===== src/include/ic_defs.svh =====
`ifndef IC_DEFS_SVH
`define IC_DEFS_SVH

// cache geometry
`define IC_WAYS 2
`define IC_SETS 64
`define IC_INDEX_W 6

// fetch port widths
`define IC_ADDR_W 32
`define IC_DATA_W 32

// address less index and byte offset
`define IC_TAG_W 24

// saturating age counter per way and set
`define IC_AGE_W 3

`endif


===== src/logic/ic_pkg.sv =====
`include "ic_defs.svh"

package ic_pkg;

    // fetch address split into its cache fields
    typedef struct packed {
        logic [`IC_TAG_W-1:0]   tag;
        logic [`IC_INDEX_W-1:0] index;
        logic [1:0]             offset;
    } fetch_addr_t;

    // one-cycle response to the fetch port
    typedef struct packed {
        logic                  valid;
        logic [`IC_DATA_W-1:0] data;
    } fetch_rsp_t;

    // write command broadcast to all ways
    typedef struct packed {
        logic                   wr;
        logic [`IC_INDEX_W-1:0] index;
        logic [`IC_TAG_W-1:0]   tag;
        logic [`IC_DATA_W-1:0]  data;
    } refill_t;

    // lookup result of one way
    typedef struct packed {
        logic                  hit;
        logic                  valid;
        logic [`IC_DATA_W-1:0] data;
    } way_look_t;

endpackage


===== src/logic/ic_ctrl.sv =====
`timescale 1ns/1ps
`include "ic_defs.svh"

module ic_ctrl (
    input  logic                   clk,
    input  logic                   rst,
    input  logic                   i_req,
    input  ic_pkg::fetch_addr_t    i_addr,
    input  logic                   i_inv,
    input  logic                   i_hit,
    input  logic [`IC_DATA_W-1:0]  i_hit_data,
    input  logic [`IC_WAYS-1:0]    i_victim,
    input  logic                   i_mem_valid,
    input  logic [`IC_DATA_W-1:0]  i_mem_data,
    output logic [`IC_INDEX_W-1:0] o_index,
    output logic [`IC_TAG_W-1:0]   o_tag,
    output ic_pkg::refill_t        o_refill,
    output logic [`IC_WAYS-1:0]    o_fill_way,
    output logic                   o_inv,
    output logic                   o_touch,
    output logic [`IC_WAYS-1:0]    o_touch_way,
    output logic                   o_mem_req,
    output logic [`IC_ADDR_W-1:0]  o_mem_addr,
    output ic_pkg::fetch_rsp_t     o_rsp
);

    import ic_pkg::*;

    typedef enum logic [1:0] {
        ST_IDLE,
        ST_LOOKUP,
        ST_REFILL,
        ST_RESP
    } state_t;

    state_t                state_q;
    fetch_addr_t           addr_q;
    logic [`IC_WAYS-1:0]   fill_way_q;
    logic [`IC_DATA_W-1:0] rsp_data_q;
    logic                  rsp_valid_q;
    logic                  mem_req_q;
    logic                  wait_q;

    logic accept;
    logic fill_now;

    // invalidate wins over a request in the same idle cycle
    assign o_inv    = (state_q == ST_IDLE) && i_inv;
    assign accept   = (state_q == ST_IDLE) && i_req && !i_inv;
    assign fill_now = (state_q == ST_REFILL) && wait_q && i_mem_valid;

    // idle reads straight from the port so the array read starts on accept
    assign o_index = (state_q == ST_IDLE) ? i_addr.index : addr_q.index;
    assign o_tag   = (state_q == ST_IDLE) ? i_addr.tag : addr_q.tag;

    always_comb begin
        o_refill.wr    = fill_now;
        o_refill.index = addr_q.index;
        o_refill.tag   = addr_q.tag;
        o_refill.data  = i_mem_data;
    end

    assign o_fill_way  = fill_way_q;
    assign o_touch     = ((state_q == ST_LOOKUP) && i_hit) || fill_now;
    assign o_touch_way = (state_q == ST_LOOKUP) ? i_victim : fill_way_q;

    assign o_mem_req  = mem_req_q;
    assign o_mem_addr = {addr_q.tag, addr_q.index, 2'b00};

    assign o_rsp.valid = rsp_valid_q;
    assign o_rsp.data  = rsp_data_q;

    always_ff @(posedge clk or negedge rst) begin
        if (!rst) begin
            state_q     <= ST_IDLE;
            mem_req_q   <= 1'b0;
            wait_q      <= 1'b0;
            rsp_valid_q <= 1'b0;
        end else begin
            mem_req_q   <= 1'b0;
            rsp_valid_q <= 1'b0;
            case (state_q)
                ST_IDLE: begin
                    if (accept) begin
                        state_q <= ST_LOOKUP;
                    end
                end
                ST_LOOKUP: begin
                    state_q <= i_hit ? ST_RESP : ST_REFILL;
                end
                ST_REFILL: begin
                    // one request per miss, then wait for the word
                    if (!wait_q) begin
                        mem_req_q <= 1'b1;
                        wait_q    <= 1'b1;
                    end else if (i_mem_valid) begin
                        wait_q  <= 1'b0;
                        state_q <= ST_RESP;
                    end
                end
                ST_RESP: begin
                    rsp_valid_q <= 1'b1;
                    state_q     <= ST_IDLE;
                end
                default: state_q <= ST_IDLE;
            endcase
        end
    end

    // payload captured along the way
    always_ff @(posedge clk) begin
        if (accept) begin
            addr_q <= i_addr;
        end
        if ((state_q == ST_LOOKUP) && i_hit) begin
            rsp_data_q <= i_hit_data;
        end
        if ((state_q == ST_LOOKUP) && !i_hit) begin
            fill_way_q <= i_victim;
        end
        // forward the refill word
        if (fill_now) begin
            rsp_data_q <= i_mem_data;
        end
    end

endmodule


===== config.mk =====
export PLATFORM = sky130hd
export DESIGN_NAME = ic_ctrl
export DESIGN_NICKNAME = d
export VERILOG_FILES = /design/src/logic/ic_pkg.sv /design/src/logic/ic_ctrl.sv
export VERILOG_INCLUDE_DIRS = /design/src /design/src/include
export SDC_FILE = /design/constraint.sdc
export NUM_CORES = 1
export LEC_CHECK = 0
export ABC_AREA = 1
export BUFFER_PORTS_ARGS = -buffer_cell sky130_fd_sc_hd__buf_4
export CORE_AREA = 2 2 105 107
export CTS_CLUSTER_SIZE = 14
export DETAILED_ROUTE_END_ITERATION = 12
export DIE_AREA = 0 0 107 109
export PLACE_DENSITY_LB_ADDON = 0.15
export SYNTH_ARGS = -nofsm -noshare
export SYNTH_HDL_FRONTEND = slang
export SYNTH_SLANG_ARGS = --single-unit

===== constraint.sdc =====
create_clock -name clk -period 3.5 [get_ports clk]
set_input_delay 0.7 -clock clk [delete_from_list [all_inputs] [get_ports clk]]
set_output_delay 0.7 -clock clk [all_outputs]
set_load 0.01 [all_outputs]

==> results of run 1 <==
worst max-delay path, cell delays in order, from the launching register on:
cell	delay (ps)
dfrtp_1	410
inv_1	110
ha_1	230
inv_2	420
nand2_1	90
nand2_1	110
buf_4	130
final cells by class:
| cell class | instances | area share [%] |
|---|---|---|
| Sequential cell | 69 | 38.3 |
| Timing Repair Buffer | 270 | 38.0 |
| Multi-Input combinational cell | 221 | 16.9 |
| Tap cell | 140 | 3.28 |
| Clock buffer | 12 | 2.53 |
| Inverter | 9 | 0.679 |
| Clock inverter | 4 | 0.281 |
worst max path at each step:
stage,from,end,slack [ps],depth (start not counted)
floorplan,state_q[0],o_mem_addr[10],50,5
global placement,state_q[0],o_tag[9],1270,6
finish,state_q[0],o_tag[9],950,6
CTS,state_q[0],o_tag[9],880,6
detailed placement,i_mem_valid,o_touch,1260,6
global route,state_q[0],o_index[3],750,6
sequential cells by signal (all words and copies together), names as in the netlist:
signal / count
state_q: 2
rsp_data_q: 32
o_mem_addr: 30
rsp_valid_q: 1
o_mem_req: 1
wait_q: 1
o_fill_way: 2
cell families (layout without fill, tap and decap cells):
logic type | after synthesis | in the layout
simple gates | 213 | 213
other cells | 1 | 2
compound gates | 1 | 1
flops | 69 | 69
fa+ha+maj | 5 | 5
buf+inv | 88 | 295
cell usage after synthesis:
master and count:
o21ai_1 1, dfrtp_1 5, buf_6 6, edfxtp_1 64
nand2_1 204, nor3_1 1, nor2_1 2, nand3_1 4
inv_4 1, clkbuf_1 1, buf_4 66, ha_1 5
nand2_2 1, inv_1 6, nor2_8 1, buf_2 6
conb_1 1, inv_2 2
per-layer routing:
metal  vias up  track usage, %  wire (µm)
met2       168            27.8       4930
met3        12            5.32       1000
met5         -               0          0
li1       1528               -          -
met1      1350            16.2       3420
met4         0            8.16        179
power groups by stage:
stage / Clock [mW] / Combinational, mW / Sequential (mW)
3_5_place_dp: 0 / 1.61 / 1.23
5_1_grt: 0.582 / 1.74 / 1.23
4_1_cts: 0.551 / 1.61 / 1.21
6_report: 0.523 / 1.57 / 1.21
3_3_place_gp: 0 / 1.60 / 1.22
2_1_floorplan: 0 / 0.793 / 1.29
==> out/metrics.cfg, run 1 <==
[placement]
dp_slack_ps=1260
port_buffers=264
post-dp-hpwl_um=7480
globalplace.congestion=0.741
placed_cells=709
dpl-instance-area_mm2=0.00519

[power_and_ir_drop]
powerDensity_mw_per_mm2=619
p_comb_share_pct=47.6
power_leakage_nw=2.74
peakVddDrop_mv=0.258
p_seq_share_pct=36.6
totalPowerFinal_mw=3.31
power_switching_mw=1.22
internal_power_mw=2.08
clkPwrFrac_pct=15.8
p_sw_share_pct=37.0

[timing]
max_slew_margin_pct=63.0
worst_slack_ps=953
worstMarginPinSlew_ps=554
fin_crit_ps=2550
fin_worst_skew_ps=7.11
rsz0062_at_grt=false
slew_viol_final=0
period_share_pct=72.8
hold_violations=0
fin_hold_ws_ps=149
fin_tns_setup_ps=0
setup_violations=0
max_freq_ghz=0.393

[clocking]
clkTransAtPathRegs_ps=70
cts_buffers=9
clock-sinks=69
htree_levels=3
postCtsSetupBuffers=0
cts_buffer_depth=2
clk_latency_ps=340
cts_hold_buf=0
root_buffer=clkbuf_8
cts_tree=done
cts_resized=0

[setup_path]
worstPathRequired_ps=2800
rr_worst_depth=7
reg2reg_to=rsp_data_q[10]
timing.rr.start=state_q[0]
crit_fanout=31
end_kind=output port
critPathArrivalTime_ps=1850
path_class=register to output port
cp-start-kind=register
reg2reg_setup_slack_ps=1540

[synth]
synth_compound_area_share_pct=0.140
synth_top_family_by_area=simple AND/OR/NAND/NOR gates
mappedNetlistArea_mm2=0.00358
yosysSeqAreaShare_pct=57.2
synth.mux.area_fraction_pct=0
synth_top_area_share_pct=53.7
yosys.area_share.simple_pct=23.1
synth_top_area_cell=edfxtp_1
ys_top_cells_by_area=edfxtp_1 (54%), nand2_1 (21%), buf_4 (14%), dfrtp_1 (3.5%), buf_6 (1.9%)
synth.avg_cell_area_um2=9.49
synth_warnings=0
synth.distinct_cells=18
synth_xor_area_share_pct=0
synthAdderAreaFrac_pct=1.75
netlist_instances=377
ys_seq_elements=69

[job]
maxCapViolations=0

[route]
vias=3058
first_pass_iters=4
drc=0
routed_wl_um=9540
drt_iter0_markers=124
wl_per_cell_um=13.2
via_per_inst=4.22
drtAntennaViolNets=0

[final_layout]
fillers=985
finalNonFillerCells=725
drive_above_1_share_pct=48.7
final_common_cell=buf_4
nets=689
final-seq-area_mm2=0.00205
final_cell_mix=buf_4 (270), nand2_1 (204), edfxtp_1 (64)
fin_util_pct=50.4
n_antenna_cell=0
fin_area_mm2=0.00534
multi_input_area_um2=905
areaGrowthSynthToFinish_pct=49.3

[min_path]
hold_path.class=primary input to asynchronous set/reset pin

[floorplan]
die-width_um=107
fp.coreArea_mm2=0.0106
io_pins=269
start_util_pct=33.7
die_h_um=109
die_area_mm2=0.0117
std_cell_rows=38

[grt]
grt_pass1_wl_um=13600
grtUsageTotal_pct=15.6
grt_pass1_vias=2787
grt_max_degree=34
antenna_found_initial=0
gr-total-overflow=0

[outcome]
outcome=finished, final reports clean

(Power assumes the default switching activity.)
==> run 2, diff against run 1 <==
- clock period: 3.5 -> 2.4 ns (I/O delays scaled with it)
==> out/metrics.cfg, run 2 (synthesis gave the netlist of run 1 again) <==
[final_layout]
n_antenna_cell=0
drive_above_1_share_pct=49.7
final_cell_mix=buf_4 (270), nand2_1 (204), edfxtp_1 (64)
final_common_cell=buf_4
regMostFlops=rsp_data_q
largest_reg_flops=32
nets=692
areaGrowthSynthToFinish_pct=52.1
fillers=968

[clocking]
root_buffer=clkbuf_8
clkTransAtPathRegs_ps=70
clk_latency_ps=330
cts_buffer_depth=2
cts_tree=done
htree_levels=3
cts_buffers=9
clock-sinks=69

[setup_path]
critPathArrivalTime_ps=1750
crit_buf_inv=4
worstPathRequired_ps=1920
end_kind=output port
path_class=register to output port
crit_path_frequent_cell=nand2_1
crit_family=buffers and inverters
cp_slowest_cell=dfrtp_1
slowest_delay_ps=430
path_cells=inv_1, ha_1, inv_4, buf_12, nand2_1, nand2_1, buf_4
cp-start-kind=register
crit_fanout=18

[placement]
post-dp-hpwl_um=7460
globalplace.congestion=0.739
dp_slack_ps=394
port_buffers=264

[timing]
fin_crit_ps=2230
worst_slack_ps=172
setup_violations=0
max_freq_ghz=0.449
hold_violations=0
fin_tns_setup_ps=0
slew_viol_final=0
rsz0062_at_grt=false
period_share_pct=92.8
fin_worst_skew_ps=9.50

[outcome]
outcome=finished, final reports clean

[route]
wl_per_cell_um=13.1
drtAntennaViolNets=0
via_per_inst=4.29
drt_iter0_markers=153
first_pass_iters=4
vias=3122
drc=0
routed_wl_um=9530

[grt]
grt_pass1_vias=2816
grtUsageTotal_pct=15.5
grt_pass1_wl_um=13800
gr-total-overflow=0
grt_max_degree=34
antenna_found_initial=0

[floorplan]
die_area_mm2=0.0117
die_h_um=109
io_pins=269
die-width_um=107
fp.coreArea_mm2=0.0106
std_cell_rows=38
start_util_pct=33.7

[min_path]
hold_path.class=primary input to register

[power_and_ir_drop]
peakVddDrop_mv=0.380
powerDensity_mw_per_mm2=933
power_leakage_nw=2.79

[job]
maxCapViolations=0

## run 2: where the power goes
part           internal, mW  switching (mW)
registers              1.65           0.113
logic                  1.08            1.30
clock network         0.506           0.423
total                  3.23            1.84
## run 2: layout make-up
cell class / instances / area, µm² / area share [%]
Sequential cell: 69 / 2050 / 37.6
Multi-Input combinational cell: 221 / 911 / 16.8
Clock buffer: 12 / 145 / 2.67
Inverter: 9 / 43.8 / 0.805
Timing Repair Buffer: 273 / 2070 / 38.0
Clock inverter: 4 / 47.5 / 0.874
Tap cell: 140 / 175 / 3.22
## run 2: final timing paths
| path | start | to | slack [ps] | depth (start not counted) |
|---|---|---|---|---|
| worst max-delay path | state_q[0] | o_tag[11] | 170 | 7 |
| worst min-delay path | i_victim[0] | o_fill_way[0] | 330 | 1 |
| worst max register to register | state_q[0] | rsp_data_q[12] | 510 | 7 |
| worst min register to register | wait_q | o_mem_req | 480 | 1 |
| max in group asynchronous | rst | state_q[0] | 1800 | 2 |
| min in group asynchronous | rst | o_mem_req | 490 | 2 |
## run 2: timing repair
item | 4_1_cts | 5_1_grt
setup buffers | 0 | 0
hold buffers | 1 | 0
gates resized for setup | 1 | 4
setup endpoints to repair | 1 | 20
cloned | 0 | 0
hold endpoints to repair | 5 | 0
## run 2: routing by layer
layer  vias up  share of wire [%]  track usage, %
met4         0                2.0            6.96
met1      1389                 35            16.7
met3        15                 11            5.14
li1       1531                  -               -
met5         -                  0               0
met2       187                 52            27.6
## run 2: through the flow
stage          instance area [µm²]  total power [mW]  hold WS (ps)  std cells  util [%]
2_1_floorplan                 3590              3.05           184        378         -
3_3_place_gp                  5220              4.16           286        711      49.3
3_5_place_dp                  5220              4.19           286        711      49.3
4_1_cts                       5430              5.15           301        728      51.2
5_1_grt                       5440              5.44           303        728      51.3
6_report                      5440              5.07           332        728      51.3
==> run 3, diff against run 2 <==
==> constraint.sdc (replaced) <==
create_clock -name clk -period 2.4 [get_ports clk]
set_input_delay 0.48 -clock clk [delete_from_list [all_inputs] [get_ports clk]]
set_output_delay 0.48 -clock clk [all_outputs]
set_load 0.1 [all_outputs]
==> out/metrics.cfg, run 3 (synthesis gave the netlist of run 1 again) <==
[clocking]
htree_levels=3
root_buffer=clkbuf_8
clkTransAtPathRegs_ps=80
cts_buffers=9
cts_buffer_depth=2
clk_latency_ps=350
cts_tree=done
clock-sinks=69

[timing]
period_share_pct=93.9
rsz0062_at_grt=false
setup_violations=0
slew_viol_final=0
worst_slack_ps=147
fin_crit_ps=2250
max_freq_ghz=0.444
fin_worst_skew_ps=8.44
hold_violations=0

[outcome]
outcome=finished, final reports clean

[route]
drtAntennaViolNets=0
wl_per_cell_um=13.3
via_per_inst=4.29
drt_iter0_markers=143
vias=3124
drc=0
routed_wl_um=9690
first_pass_iters=4

[setup_path]
reg2reg_setup_slack_ps=480
path_class=register to output port
cp-endpoint=o_touch
crit_fanout=33
startpoint=state_q[0]
worstPathRequired_ps=1920
end_kind=output port
rr_worst_depth=7
cp-start-kind=register
reg2reg_to=rsp_data_q[7]
critPathArrivalTime_ps=1770
timing.rr.start=state_q[0]

[final_layout]
final-seq-area_mm2=0.00205
fillers=954
largest_reg_flops=32
multi_input_area_um2=916
n_antenna_cell=0
final_common_cell=buf_4
final_cell_mix=buf_4 (238), nand2_1 (203), edfxtp_1 (64)
regMostFlops=rsp_data_q
nets=692
areaGrowthSynthToFinish_pct=55.8
drive_above_1_share_pct=50.0

[grt]
antenna_found_initial=0
gr-total-overflow=0
grt_pass1_vias=2887
grt_pass1_wl_um=14100
grt_max_degree=34
grtUsageTotal_pct=15.9

[placement]
port_buffers=264
globalplace.congestion=0.748
dp_slack_ps=341
post-dp-hpwl_um=7580

[floorplan]
fp.coreArea_mm2=0.0106
io_pins=269
std_cell_rows=38
die_h_um=109
die-width_um=107
die_area_mm2=0.0117
start_util_pct=33.7

[job]
maxCapViolations=0

[min_path]
hold_path.class=primary input to register

## run 3: what timing repair did
item,in CTS,in global routing
setup buffers,0,2
hold buffers,1,0
endpoints found under the hold margin,5,0
resized for setup,29,10
gates cloned,0,0
setup endpoints to repair,29,32
## run 3: routing by layer
layer  GRT usage (%)  up-vias  part of all wire (%)
li1                -     1531                     -
met3            4.00       11                   8.7
met4            6.96        0                   1.6
met1            17.4     1407                    37
met2            29.3      175                    53
met5               0        -                     0
## run 3: through the flow
stage                     setup TNS (ps)  hold WS (ps)  utilization, %  area [µm²]  instances
after CTS                          -3.03           293            52.1        5520        726
after floorplan                        0           184               -        3590        378
after global placement                 0           282            49.3        5220        709
after global routing                   0           301            52.6        5570        728
final                                  0           313            52.6        5570        728
after detailed placement               0           285            49.3        5220        709
## run 3: worst min-delay path by stage
stage,slack (ps),start,endpoint,cells after the start
after floorplan,180,rst,o_mem_req,0
after global placement,280,rst,o_mem_req,1
after detailed placement,290,rst,o_mem_req,1
after CTS,290,i_addr[4],o_mem_addr[4],1
after global routing,300,i_addr[27],o_mem_addr[27],1
final,310,i_addr[27],o_mem_addr[27],1
## run 3: area by class of cell
type                       instances  share of cell area (%)
inverter                           9                   0.696
tap                              140                    3.14
multi-input combinational        221                    16.4
timing repair buffer             273                    39.7
clock inverter                     5                   0.921
clock buffer                      11                    2.36
sequential                        69                    36.8
## run 3: critical path, cell delays in order (launching register included)
cell and delay [ps]:
dfrtp_2 440, inv_1 130, ha_1 200, inv_2 80, nor2_8 140, inv_6 110, nand2_2 100, buf_6 230
Power of run 3 is not shown: default switching activity piles up to over one toggle a cycle in this logic, so the estimate is an artifact.
